===== src/logic/core_cfg.svh =====
// ------------------------------
// Core sizes. The data byte and the address byte share one width,
// so DATA_WIDTH also sets the 256-byte address space
// ------------------------------
`ifndef CORE_CFG_SVH
`define CORE_CFG_SVH

// Data and address byte
`define DATA_WIDTH 8

// Two fetched bytes make one instruction
`define INSTR_WIDTH 16

`define REG_COUNT 4     // General registers R0..R3

`define RESET_PC 0      // First fetch address

`endif

===== src/logic/datapathPkg.sv =====
// ------------------------------
// Datapath word types and select codes
// Flags are Z, C, N, V from bit 3 down
// ------------------------------
`default_nettype none

`include "core_cfg.svh"

package datapathPkg;

    typedef logic [`DATA_WIDTH-1:0] byte_t;
    typedef logic [`DATA_WIDTH-1:0] addr_t;
    typedef logic [3:0]             flags_t;

    typedef enum logic [3:0] {
        passA,
        passB,
        add,
        sub,
        andOp,
        orOp,
        xorOp,
        lsl,     // Shifts work on operand A only
        lsr
    } aluOp_t;

    // Register file write source
    typedef enum logic [1:0] {
        rfImm,
        rfMem,
        rfAlu
    } rfInSel_t;

    // Memory address source
    typedef enum logic {
        addrPc,
        addrAr
    } addrSel_t;

endpackage

`default_nettype wire


===== src/logic/isaPkg.sv =====
// ------------------------------
// Instruction encoding. Opcode in bits 15..12, immediate in 7..0
// Opcodes 13 to 15 run as no-operations
// ------------------------------
`default_nettype none

`include "core_cfg.svh"

package isaPkg;

    typedef logic [`INSTR_WIDTH-1:0] instr_t;

    // Dest or store source at 9..8, src1 at 5..4, src2 at 1..0
    typedef logic [$clog2(`REG_COUNT)-1:0] regIdx_t;

    typedef enum logic [3:0] {
        BRA = 4'd0,
        LDI = 4'd1,
        LDM = 4'd2,
        STM = 4'd3,
        MOV = 4'd4,
        ADD = 4'd5,
        SUB = 4'd6,
        AND = 4'd7,
        OR  = 4'd8,
        XOR = 4'd9,
        LSL = 4'd10,
        LSR = 4'd11,
        BNE = 4'd12
    } opcode_t;

endpackage

`default_nettype wire


===== src/logic/ctrlIf.sv =====
// ------------------------------
// Control words to the datapath, status back to the FSM
// ------------------------------
`timescale 1ns/100ps
`default_nettype none

interface ctrlIf;

    logic                  rfWrite;
    isaPkg::regIdx_t       rfDest;
    isaPkg::regIdx_t       rfSrcA;
    isaPkg::regIdx_t       rfSrcB;
    datapathPkg::rfInSel_t rfInSel;
    datapathPkg::aluOp_t   aluOp;
    logic                  flagsWrite;
    logic                  pcInc;
    logic                  pcLoad;
    logic                  arLoad;
    datapathPkg::addrSel_t addrSel;
    logic                  irLoadHigh;
    logic                  irLoadLow;
    isaPkg::instr_t        instr;
    logic                  zero;     // Stored Z flag

    modport ctrl (output rfWrite, rfDest, rfSrcA, rfSrcB, rfInSel, aluOp, flagsWrite,
                  output pcInc, pcLoad, arLoad, addrSel, irLoadHigh, irLoadLow,
                  input  instr, zero);

    modport dp (input  rfWrite, rfDest, rfSrcA, rfSrcB, rfInSel, aluOp, flagsWrite,
                input  pcInc, pcLoad, arLoad, addrSel, irLoadHigh, irLoadLow,
                output instr, zero);

endinterface

`default_nettype wire


===== src/logic/cpuTop.sv =====
// ------------------------------
// Core top with a single valid/ready memory port
// Read data is captured on the transfer edge
// ------------------------------
`timescale 1ns/100ps
`default_nettype none

`include "core_cfg.svh"

module cpuTop (
    input  logic                   clock,
    input  logic                   arstN,
    input  logic                   memReqReady,
    input  logic [`DATA_WIDTH-1:0] memRdData,
    output logic                   memReqValid,
    output logic                   memWrite,
    output logic [`DATA_WIDTH-1:0] memAddr,
    output logic [`DATA_WIDTH-1:0] memWrData
);

    ctrlIf ctrlBus ();

    controlUnit uControlUnit (
        .clock      (clock),
        .arstN      (arstN),
        .ctrl       (ctrlBus.ctrl),
        .memReqReady(memReqReady),
        .memReqValid(memReqValid),
        .memWrite   (memWrite)
    );

    dataPath uDataPath (
        .clock    (clock),
        .arstN    (arstN),
        .ctrl     (ctrlBus.dp),
        .memRdData(memRdData),
        .memAddr  (memAddr),
        .memWrData(memWrData)
    );

endmodule

`default_nettype wire


===== src/logic/controlUnit.sv =====
// ------------------------------
// Multicycle FSM running one instruction at a time
// No request goes out until the first edge after reset
// ------------------------------
`timescale 1ns/100ps
`default_nettype none

module controlUnit (
    input  logic clock,
    input  logic arstN,
    ctrlIf.ctrl  ctrl,
    input  logic memReqReady,
    output logic memReqValid,
    output logic memWrite
);

    typedef enum logic [1:0] {
        fetchHigh,
        fetchLow,
        execute,
        memAccess
    } state_t;

    state_t          state;
    state_t          nextState;
    logic            running;
    logic            xfer;
    isaPkg::opcode_t opcode;
    logic            isMemOp;

    assign opcode  = isaPkg::opcode_t'(ctrl.instr[15:12]);
    assign isMemOp = (opcode == isaPkg::LDM) || (opcode == isaPkg::STM);

    assign memReqValid = running && (state != execute);
    assign memWrite    = (state == memAccess) && (opcode == isaPkg::STM);
    assign xfer        = memReqValid && memReqReady;

    always_ff @(posedge clock or negedge arstN) begin
        if (!arstN) begin
            state   <= fetchHigh;
            running <= 1'b0;
        end else begin
            state   <= nextState;
            running <= 1'b1;
        end
    end

    always_comb begin
        nextState = state;
        unique case (state)
            fetchHigh: if (xfer) nextState = fetchLow;
            fetchLow:  if (xfer) nextState = execute;
            execute:   nextState = isMemOp ? memAccess : fetchHigh;
            default:   if (xfer) nextState = fetchHigh;
        endcase
    end

    always_comb begin
        ctrl.rfWrite    = 1'b0;
        ctrl.rfDest     = ctrl.instr[9:8];
        ctrl.rfSrcA     = ctrl.instr[5:4];
        ctrl.rfSrcB     = (opcode == isaPkg::STM) ? ctrl.instr[9:8] : ctrl.instr[1:0];
        ctrl.rfInSel    = datapathPkg::rfAlu;
        ctrl.aluOp      = datapathPkg::passA;
        ctrl.flagsWrite = 1'b0;
        ctrl.pcInc      = xfer && (state == fetchHigh || state == fetchLow);
        ctrl.pcLoad     = 1'b0;
        ctrl.arLoad     = 1'b0;
        ctrl.addrSel    = (state == memAccess) ? datapathPkg::addrAr : datapathPkg::addrPc;
        ctrl.irLoadHigh = xfer && (state == fetchHigh);
        ctrl.irLoadLow  = xfer && (state == fetchLow);

        if (state == execute) begin
            unique case (opcode)
                isaPkg::BRA: ctrl.pcLoad = 1'b1;
                isaPkg::LDI: begin
                    ctrl.rfWrite = 1'b1;
                    ctrl.rfInSel = datapathPkg::rfImm;
                end
                isaPkg::LDM, isaPkg::STM: ctrl.arLoad = 1'b1;     // Address for the memory step
                isaPkg::MOV: ctrl.rfWrite = 1'b1;
                isaPkg::ADD, isaPkg::SUB, isaPkg::AND, isaPkg::OR,
                isaPkg::XOR, isaPkg::LSL, isaPkg::LSR: begin
                    ctrl.rfWrite    = 1'b1;
                    ctrl.flagsWrite = 1'b1;
                    case (opcode)
                        isaPkg::ADD: ctrl.aluOp = datapathPkg::add;
                        isaPkg::SUB: ctrl.aluOp = datapathPkg::sub;
                        isaPkg::AND: ctrl.aluOp = datapathPkg::andOp;
                        isaPkg::OR:  ctrl.aluOp = datapathPkg::orOp;
                        isaPkg::XOR: ctrl.aluOp = datapathPkg::xorOp;
                        isaPkg::LSL: ctrl.aluOp = datapathPkg::lsl;
                        default:     ctrl.aluOp = datapathPkg::lsr;
                    endcase
                end
                isaPkg::BNE: ctrl.pcLoad = !ctrl.zero;
                default: ;     // No-operation
            endcase
        end else if (state == memAccess) begin
            if (opcode == isaPkg::LDM) begin
                ctrl.rfWrite = xfer;
                ctrl.rfInSel = datapathPkg::rfMem;
            end else begin
                ctrl.aluOp = datapathPkg::passB;     // Store register onto the write data
            end
        end
    end

    // A pending request holds its address source and direction
    reqHeld: assert property (
        @(posedge clock) disable iff (!arstN)
        memReqValid && !memReqReady |=>
            memReqValid && $stable(memWrite) && $stable(ctrl.addrSel)
    );

    stateKnown: assert property (
        @(posedge clock) disable iff (!arstN) !$isunknown(state)
    );

endmodule

`default_nettype wire


===== src/logic/dataPath.sv =====
// ------------------------------
// IR, register file input mux, PC/AR and ALU
// Store data always comes out of the ALU
// ------------------------------
`timescale 1ns/100ps
`default_nettype none

`include "core_cfg.svh"

module dataPath (
    input  logic               clock,
    input  logic               arstN,
    ctrlIf.dp                  ctrl,
    input  datapathPkg::byte_t memRdData,
    output datapathPkg::addr_t memAddr,
    output datapathPkg::byte_t memWrData
);

    isaPkg::instr_t      ir;
    datapathPkg::byte_t  imm;
    datapathPkg::byte_t  rfIn;
    datapathPkg::byte_t  readA;
    datapathPkg::byte_t  readB;
    datapathPkg::byte_t  aluResult;
    datapathPkg::flags_t flags;

    // High byte arrives first
    always_ff @(posedge clock or negedge arstN) begin
        if (!arstN) begin
            ir <= '0;
        end else begin
            if (ctrl.irLoadHigh) ir[`INSTR_WIDTH-1:`DATA_WIDTH] <= memRdData;
            if (ctrl.irLoadLow) ir[`DATA_WIDTH-1:0] <= memRdData;
        end
    end

    assign imm = ir[`DATA_WIDTH-1:0];

    always_comb begin
        unique case (ctrl.rfInSel)
            datapathPkg::rfImm: rfIn = imm;
            datapathPkg::rfMem: rfIn = memRdData;
            default:            rfIn = aluResult;
        endcase
    end

    regFile uRegFile (
        .clock(clock), .arstN(arstN),
        .writeEn(ctrl.rfWrite), .writeIdx(ctrl.rfDest),
        .readIdxA(ctrl.rfSrcA), .readIdxB(ctrl.rfSrcB),
        .writeData(rfIn), .readA(readA), .readB(readB)
    );

    addressRegs uAddressRegs (
        .clock(clock), .arstN(arstN),
        .pcInc(ctrl.pcInc), .pcLoad(ctrl.pcLoad), .arLoad(ctrl.arLoad),
        .addrSel(ctrl.addrSel), .loadValue(imm), .addr(memAddr)
    );

    alu uAlu (
        .clock(clock), .arstN(arstN),
        .opA(readA), .opB(readB), .op(ctrl.aluOp), .flagsWrite(ctrl.flagsWrite),
        .result(aluResult), .flags(flags)
    );

    assign memWrData  = aluResult;
    assign ctrl.instr = ir;
    assign ctrl.zero  = flags[3];

endmodule

`default_nettype wire


===== src/logic/alu.sv =====
// ------------------------------
// Result is combinational, flags register on flagsWrite only
// Logic ops leave C and V as they were
// ------------------------------
`timescale 1ns/100ps
`default_nettype none

`include "core_cfg.svh"

module alu (
    input  logic                clock,
    input  logic                arstN,
    input  datapathPkg::byte_t  opA,
    input  datapathPkg::byte_t  opB,
    input  datapathPkg::aluOp_t op,
    input  logic                flagsWrite,
    output datapathPkg::byte_t  result,
    output datapathPkg::flags_t flags
);

    logic [`DATA_WIDTH:0] sum;
    logic [`DATA_WIDTH:0] diff;     // Top bit is the borrow
    datapathPkg::flags_t  nextFlags;

    assign sum  = {1'b0, opA} + {1'b0, opB};
    assign diff = {1'b0, opA} - {1'b0, opB};

    always_comb begin
        nextFlags = flags;
        unique case (op)
            datapathPkg::passA: result = opA;
            datapathPkg::passB: result = opB;
            datapathPkg::add: begin
                result       = sum[`DATA_WIDTH-1:0];
                nextFlags[2] = sum[`DATA_WIDTH];
                nextFlags[0] = ~(opA[`DATA_WIDTH-1] ^ opB[`DATA_WIDTH-1])
                             & (opA[`DATA_WIDTH-1] ^ sum[`DATA_WIDTH-1]);
            end
            datapathPkg::sub: begin
                result       = diff[`DATA_WIDTH-1:0];
                nextFlags[2] = diff[`DATA_WIDTH];
                nextFlags[0] = (opA[`DATA_WIDTH-1] ^ opB[`DATA_WIDTH-1])
                             & (opA[`DATA_WIDTH-1] ^ diff[`DATA_WIDTH-1]);
            end
            datapathPkg::andOp: result = opA & opB;
            datapathPkg::orOp:  result = opA | opB;
            datapathPkg::xorOp: result = opA ^ opB;
            datapathPkg::lsl: begin
                result       = {opA[`DATA_WIDTH-2:0], 1'b0};
                nextFlags[2] = opA[`DATA_WIDTH-1];     // Bit shifted out
            end
            datapathPkg::lsr: begin
                result       = {1'b0, opA[`DATA_WIDTH-1:1]};
                nextFlags[2] = opA[0];
            end
            default: result = opA;
        endcase
        nextFlags[3] = (result == '0);
        nextFlags[1] = result[`DATA_WIDTH-1];
    end

    always_ff @(posedge clock or negedge arstN) begin
        if (!arstN) flags <= '0;
        else if (flagsWrite) flags <= nextFlags;
    end

endmodule

`default_nettype wire


===== src/logic/addressRegs.sv =====
// ------------------------------
// PC and AR. PC wraps at 256, AR only loads
// ------------------------------
`timescale 1ns/100ps
`default_nettype none

`include "core_cfg.svh"

module addressRegs (
    input  logic                  clock,
    input  logic                  arstN,
    input  logic                  pcInc,
    input  logic                  pcLoad,
    input  logic                  arLoad,
    input  datapathPkg::addrSel_t addrSel,
    input  datapathPkg::addr_t    loadValue,
    output datapathPkg::addr_t    addr
);

    datapathPkg::addr_t pc;
    datapathPkg::addr_t ar;

    always_ff @(posedge clock or negedge arstN) begin
        if (!arstN) begin
            pc <= datapathPkg::addr_t'(`RESET_PC);
            ar <= '0;
        end else begin
            if (pcLoad) pc <= loadValue;     // Branch target
            else if (pcInc) pc <= pc + 1'b1;
            if (arLoad) ar <= loadValue;
        end
    end

    assign addr = (addrSel == datapathPkg::addrAr) ? ar : pc;

    pcSingleUpdate: assert property (
        @(posedge clock) disable iff (!arstN) !(pcInc && pcLoad)
    );

endmodule

`default_nettype wire


===== src/logic/regFile.sv =====
// ------------------------------
// One write port, two combinational read ports
// A write is seen on the read ports after the edge
// ------------------------------
`timescale 1ns/100ps
`default_nettype none

`include "core_cfg.svh"

module regFile (
    input  logic               clock,
    input  logic               arstN,
    input  logic               writeEn,
    input  isaPkg::regIdx_t    writeIdx,
    input  isaPkg::regIdx_t    readIdxA,
    input  isaPkg::regIdx_t    readIdxB,
    input  datapathPkg::byte_t writeData,
    output datapathPkg::byte_t readA,
    output datapathPkg::byte_t readB
);

    datapathPkg::byte_t regs [`REG_COUNT];

    always_ff @(posedge clock or negedge arstN) begin
        if (!arstN) begin
            for (int i = 0; i < `REG_COUNT; i++) begin
                regs[i] <= '0;
            end
        end else if (writeEn) begin
            regs[writeIdx] <= writeData;
        end
    end

    assign readA = regs[readIdxA];
    assign readB = regs[readIdxB];

    // The decoder must name a real register on every write
    writeIdxKnown: assert property (
        @(posedge clock) disable iff (!arstN)
        writeEn |-> !$isunknown(writeIdx)
    );

endmodule

`default_nettype wire


===== config.mk =====
export PLATFORM = sky130hd
export DESIGN_NAME = cpuTop
export DESIGN_NICKNAME = d
export VERILOG_FILES = /design/src/logic/datapathPkg.sv /design/src/logic/isaPkg.sv /design/src/logic/ctrlIf.sv /design/src/logic/cpuTop.sv /design/src/logic/controlUnit.sv /design/src/logic/dataPath.sv /design/src/logic/alu.sv /design/src/logic/addressRegs.sv /design/src/logic/regFile.sv
export VERILOG_INCLUDE_DIRS = /design/src /design/src/logic
export SDC_FILE = /design/constraint.sdc
export NUM_CORES = 1
export LEC_CHECK = 0
export BUFFER_PORTS_ARGS = -buffer_cell sky130_fd_sc_hd__buf_2
export CAP_MARGIN = 20
export CORE_ASPECT_RATIO = 1.1
export CORE_MARGIN = 2
export CORE_UTILIZATION = 40
export DETAILED_ROUTE_END_ITERATION = 7
export SLEW_MARGIN = 20
export SYNTH_ARGS = -nofsm -noshare
export SYNTH_HDL_FRONTEND = slang
export SYNTH_SLANG_ARGS = --single-unit

===== constraint.sdc =====
create_clock -name clock -period 5.2 [get_ports clock]
set_clock_uncertainty 0.1 [all_clocks]
set_input_delay 0.52 -clock clock [delete_from_list [all_inputs] [get_ports clock]]
set_output_delay 0.52 -clock clock [all_outputs]
set_load 0.01 [all_outputs]

Yosys cells after proc, flatten, opt, wreduce, memory -nomap -nowiden:

Index checks and enable logic that the tools add are counted.

* register bits after elaboration: 69
* bits of input ports: 11
* output and inout bits: 18

* add/subtract/negate cells: 3
* magnitude comparators: 4
* equality and inequality tests: 27
* mux-type cells: 40
* bitwise logic cells: 6
* reductions and logical operators: 20

Operator list (count)
* $mux W8: 8
* $pmux W8 S8: 1
* $bmux W8 S2: 2
* $bwmux W32: 1
* $eq A4 B3 Y1 const B: 8
* $eq A4 B4 Y1 const B: 6
* $pmux W4 S6: 1
* $mux W2: 9
* $demux W8 S2: 1
* $eq A4 B2 Y1 const B: 4
* $pmux W8 S2: 1
* $mux W4: 3
* $mux W1: 11
* $ge A3 B3 Y1 const B: 3
* $not A2 Y3: 3
* $reduce_or A9 Y1: 1
* $add A8 B1 Y8 const B: 1
* $add A8 B8 Y8: 1
* $and A8 B8 Y8: 1
* $eq A4 B1 Y1 const B: 2
* $logic_not A8 Y1: 1
* $or A8 B8 Y8: 1
* $sub A8 B8 Y8: 1
* $xor A8 B8 Y8: 1
* other kinds (16): 28

Longest topological paths before layout:

* depth after elaboration: 10
* gate-level depth with buffers: 19

Modules after synthesis:

From an unflattened synthesis, not the netlist that was laid out.

* cell total of the unflattened synthesis: 515
* area total of the unflattened synthesis: 5452.7 sq um

By module, submodules not included
* alu: times used 1, cells each 236, area each 1762.9 sq um, sequential area each 100.1 sq um
* regFile: times used 1, cells each 88, area each 1590.3 sq um, sequential area each 800.8 sq um
* dataPath: times used 1, cells each 60, area each 835.8 sq um, sequential area each 400.4 sq um
* addressRegs: times used 1, cells each 75, area each 829.5 sq um, sequential area each 400.4 sq um
* controlUnit: times used 1, cells each 56, area each 434.2 sq um, sequential area each 75.1 sq um

Least setup slack after synthesis:

OpenSTA, ideal clock, no wires.

* path type: reg2out
* start: register uDataPath.ir[14] (netlist: uDataPath.ctrl.instr[14])
* end: output memWrData[7]
* arrival: 4114 ps
* path slack: 466 ps
* cell stages (with the launch flop): 17
* cell sequence: dfrtp_1 > and4bb_4 > mux2i_1 > mux4_1 > inv_1 > ha_1 > mux2i_1 > ha_1 > nor2b_1 > o2111ai_1 > nand3_1 > o41a_1 > xnor2_1 > or4b_1 > nand3_2 > inv_1 > buf_4

* longest elaborated chain between the ends: 8

Ends and longest elaborated chain
* start: declaration: RTL line dataPath.sv:19 `isaPkg::instr_t ir;`
* start signal: indexed assignment: RTL line dataPath.sv:32 `` if (ctrl.irLoadHigh) ir[`INSTR_WIDTH-1:`DATA_WIDTH] <= memRdData; ``
* start signal: indexed assignment: RTL line dataPath.sv:33 `` if (ctrl.irLoadLow) ir[`DATA_WIDTH-1:0] <= memRdData; ``
* $eq A4 B2 Y1: RTL line controlUnit.sv:62 `ctrl.rfSrcB = (opcode == isaPkg::STM) ? ctrl.instr[9:8] : ctrl.instr[1:0];`
* $mux W2: RTL line controlUnit.sv:62
* $not A2 Y3 (not written as such): RTL line regFile.sv:35 `assign readB = regs[readIdxB];`
* $bmux W8 S2: RTL line regFile.sv:35
* $mux W8 (not written as such) (2 in series): RTL line regFile.sv:35
* $sub A8 B8 Y8 (tied with other cells): RTL line alu.sv:26 `assign diff = {1'b0, opA} - {1'b0, opB};`
* $pmux W8 S8 (*): RTL line alu.sv:30 `unique case (op)`
* end: declaration: RTL line cpuTop.sv:18 `` output logic [`DATA_WIDTH-1:0] memWrData ``

Mark *: on every way between the ends. The rest lies on a longest branch, timed or not. The select of a mux whose other input is x is not followed.

Worst setup path after layout:

* start: register uDataPath.ir[15] (netlist: uDataPath.ctrl.instr[15])
* end: output memWrData[7]

The elaborated chain is that of the path after synthesis.

==> metrics.cfg <==
[synth]
synthTopCellsByArea=dfrtp_1 (37%), mux2_2 (7.8%), ha_1 (7.0%)
seq_area_frac_synth_pct=36.77
synth_xor_area_share_pct=2.535
synth_edf_count=0
synth_ff_type=dfrtp_1
ys_types=60
synthArstFlopShare_pct=100.0
synth_cells=449
yosys.area_share.adder_pct=7.409
synth_common_cells=dfrtp_1 (66), nor2_1 (47), nand2_1 (41), a21oi_1 (34), mux2_2 (31)
synth-simple-area-share_pct=14.21
synth_mux_area_share_pct=17.72
yosys_warnings=0
syn_area_sq_um=4492
synth_seq_cells=66
synth_top_family_by_area=multiplexers
syn_nets=486
synth_top_area_share_pct=36.77
synth_compound_area_share_pct=17.44
synth_top_cell_by_area=dfrtp_1
avgSynthCellArea_sq_um=10.00
synth.most_common_cell=dfrtp_1

[routing]
ant_nets=0
post_drt_wl_per_cell_microns=18.99
drt_iter0_drc=336
firstDrtPassIters=5
finalWirelength_microns=12060
vias=3762
routed_via_density=5.924
route.detailed.drc=0

[sta]
worst_pin_slew_ns=1.099
final.min_clock_period_ns=5.093
hold_slack_ns=0.06497
finalSetupViolCount=0
finalMaxSlewViolations=0
fmax_mhz=196.3
rsz0062_at_grt=no
hold_viol_final=0
final.setup.tns_ns=0
relSlewSlack_pct=26.75
post-route-period-util_pct=97.94

[floorplan]
io_pins=29
rows=40
core_area_sq_um=10910
die_h_microns=115.1
dieArea_sq_um=12090
die_w_microns=105.0
initial_core_util_pct=41.17

[grt]
antenna_found_initial=0
grt_max_degree=44
grt_pass1_vias=3604
grtUsageTotal_pct=20.31
grt-ovfl-total=0
grt_pass1_wl_microns=18960

[clock_network]
root_buffer=clkbuf_16
clkTransAtPathRegs_ns=0.06
hold_buffers=0
insertion_delay_ns=0.34
clk_path_buf_depth=2
htreeDepth=3
cts_num_sinks=66
cts_tree=built
cts_made_buffers=9

[worst_setup_path]
r2r_start=uDataPath.ctrl.instr[15]
worstSetupStartpointType=flip-flop
r2r_slack_ns=0.82
crit_type=flip-flop to output port
worstPathMaxFanout=6
slowest_stage=or4b_4
arrival_ns=4.47
cp.required_ns=4.58
rr_worst_depth=15
path_cells=and4bb_4, mux2_4, mux4_2, inv_2, ha_1, mux2i_2, ha_1, nor2b_1, o2111ai_1, nand3_1, o41a_1, xnor2_1, or4b_4, nand3_4, inv_1, buf_2
cp_top_family=simple AND/OR/NAND/NOR gates
worst_path_most_repeated_cell=ha_1
reg2reg_to=uDataPath.uAlu.flags[3]
worstSetupEndpointType=output port
slowest_delay_ns=0.50
crit_buf_inv=3

[layout]
area_delta_synth_final_pct=15.54
drive_above_1_share_pct=25.20
diodes=0
final_nets=520

[min_path]
hold_class=input port to asynchronous set/reset pin

[flow_run]
drv_cap=0

[placed_design]
dp_hpwl_microns=8583
gp_congestion=0.8523
numPortBuffers=28

[status]
status=completed

cell type report:
cell class                 count  area [sq um]
clock buffer                   9         225.2
clock inverter                 7         100.1
fill                        1040          5720
inverter                      20         75.07
multi-input combinational    342          2690
sequential                    66          1655
tap                          147         183.9
timing repair buffer          44         260.3
worst max-delay path by stage:
stage,from,end,slack [ns],cells after the start
after floorplan,uDataPath.ctrl.instr[14],memWrData[7],0.47,16
after global placement,uDataPath.ctrl.instr[15],memWrData[7],0.27,16
after detailed placement,uDataPath.ctrl.instr[15],memWrData[7],0.16,16
after CTS,uDataPath.ctrl.instr[15],memWrData[7],0.008,16
after global routing,uDataPath.ctrl.instr[15],memWrData[7],0.008,16
final,uDataPath.ctrl.instr[15],memWrData[7],0.11,16
sequential cells by signal, summed over array words and instances, names as in the netlist:
register	cells
uDataPath.ctrl.instr	14
uDataPath.uAddressRegs.pc	8
uDataPath.uAlu.flags	1
uDataPath.uAddressRegs.ar	8
uControlUnit.state	2
uDataPath.uRegFile.regs	32
uControlUnit.running	1
worst reg2reg max path, cell delays in order, from the launching register on:
cell	delay (ns)
dfrtp_2	0.43
and4bb_4	0.33
mux2_4	0.35
mux4_2	0.47
inv_2	0.10
ha_1	0.25
mux2i_2	0.19
ha_1	0.26
nor2b_1	0.14
o21ai_0	0.14
nand2b_1	0.09
xnor2_1	0.19
o211ai_1	0.10
a221o_1	0.37
nor4_1	0.57
a41o_1	0.25
per-layer routing:
| layer | track usage [%] | vias to the layer above | share of wire [%] |
|---|---|---|---|
| li1 | - | 1729 | - |
| met5 | 0 | - | 0 |
| met4 | 9.244 | 0 | 1.9 |
| met3 | 3.061 | 20 | 6.3 |
| met2 | 31.99 | 160 | 48 |
| met1 | 27.90 | 1853 | 44 |
stage by stage:
step	cells	cell area, sq um	util (%)	worst slack [ns]
5_1_grt	635	5190	47.57	0.008276
3_3_place_gp	610	4776	43.77	0.2653
2_1_floorplan	449	4492	-	0.4656
6_report	635	5190	47.57	0.1069
4_1_cts	631	5140	47.11	0.008438
3_5_place_dp	610	4776	43.77	0.1559
placed cells by master (no fill, tap or decap), drive strengths merged, types with 3 or more instances in the layout:
| cell | instances |
|---|---|
| nand2 | 41 |
| clkinvlp | 3 |
| a22oi | 10 |
| o211ai | 4 |
| o2111ai | 4 |
| clkbuf | 9 |
| inv | 21 |
| nor2 | 47 |
| nand3 | 11 |
| mux2 | 32 |
| buf | 44 |
| or2 | 3 |
| nor3 | 4 |
| mux4 | 16 |
| nand2b | 3 |
| xnor2 | 11 |
| a221oi | 4 |
| o21ai | 24 |
| mux2i | 6 |
| nor2b | 6 |
| ha | 25 |
| a221o | 8 |
| dfrtp | 66 |
| a21oi | 34 |
| a21o | 3 |
| a22o | 8 |
| and3 | 5 |
cells by family (layout without fill, tap and decap cells):
logic type      after synthesis  after routing
simple gates                134            134
compound gates              114            114
flops                        66             66
mux                          54             54
buf+inv                      41             80
fa+ha+maj                    26             26
xor+xnor                     13             13
other cells                   1              1
repair_timing:
action                                 CTS  global route
resized for setup                        3             9
endpoints found under the hold margin    0             0
setup endpoints to repair                1             1
buffers inserted                         5             4
Power is left out: the tool's default activity adds up to more than one toggle a clock period on the data nets, which glitch-free logic cannot reach.
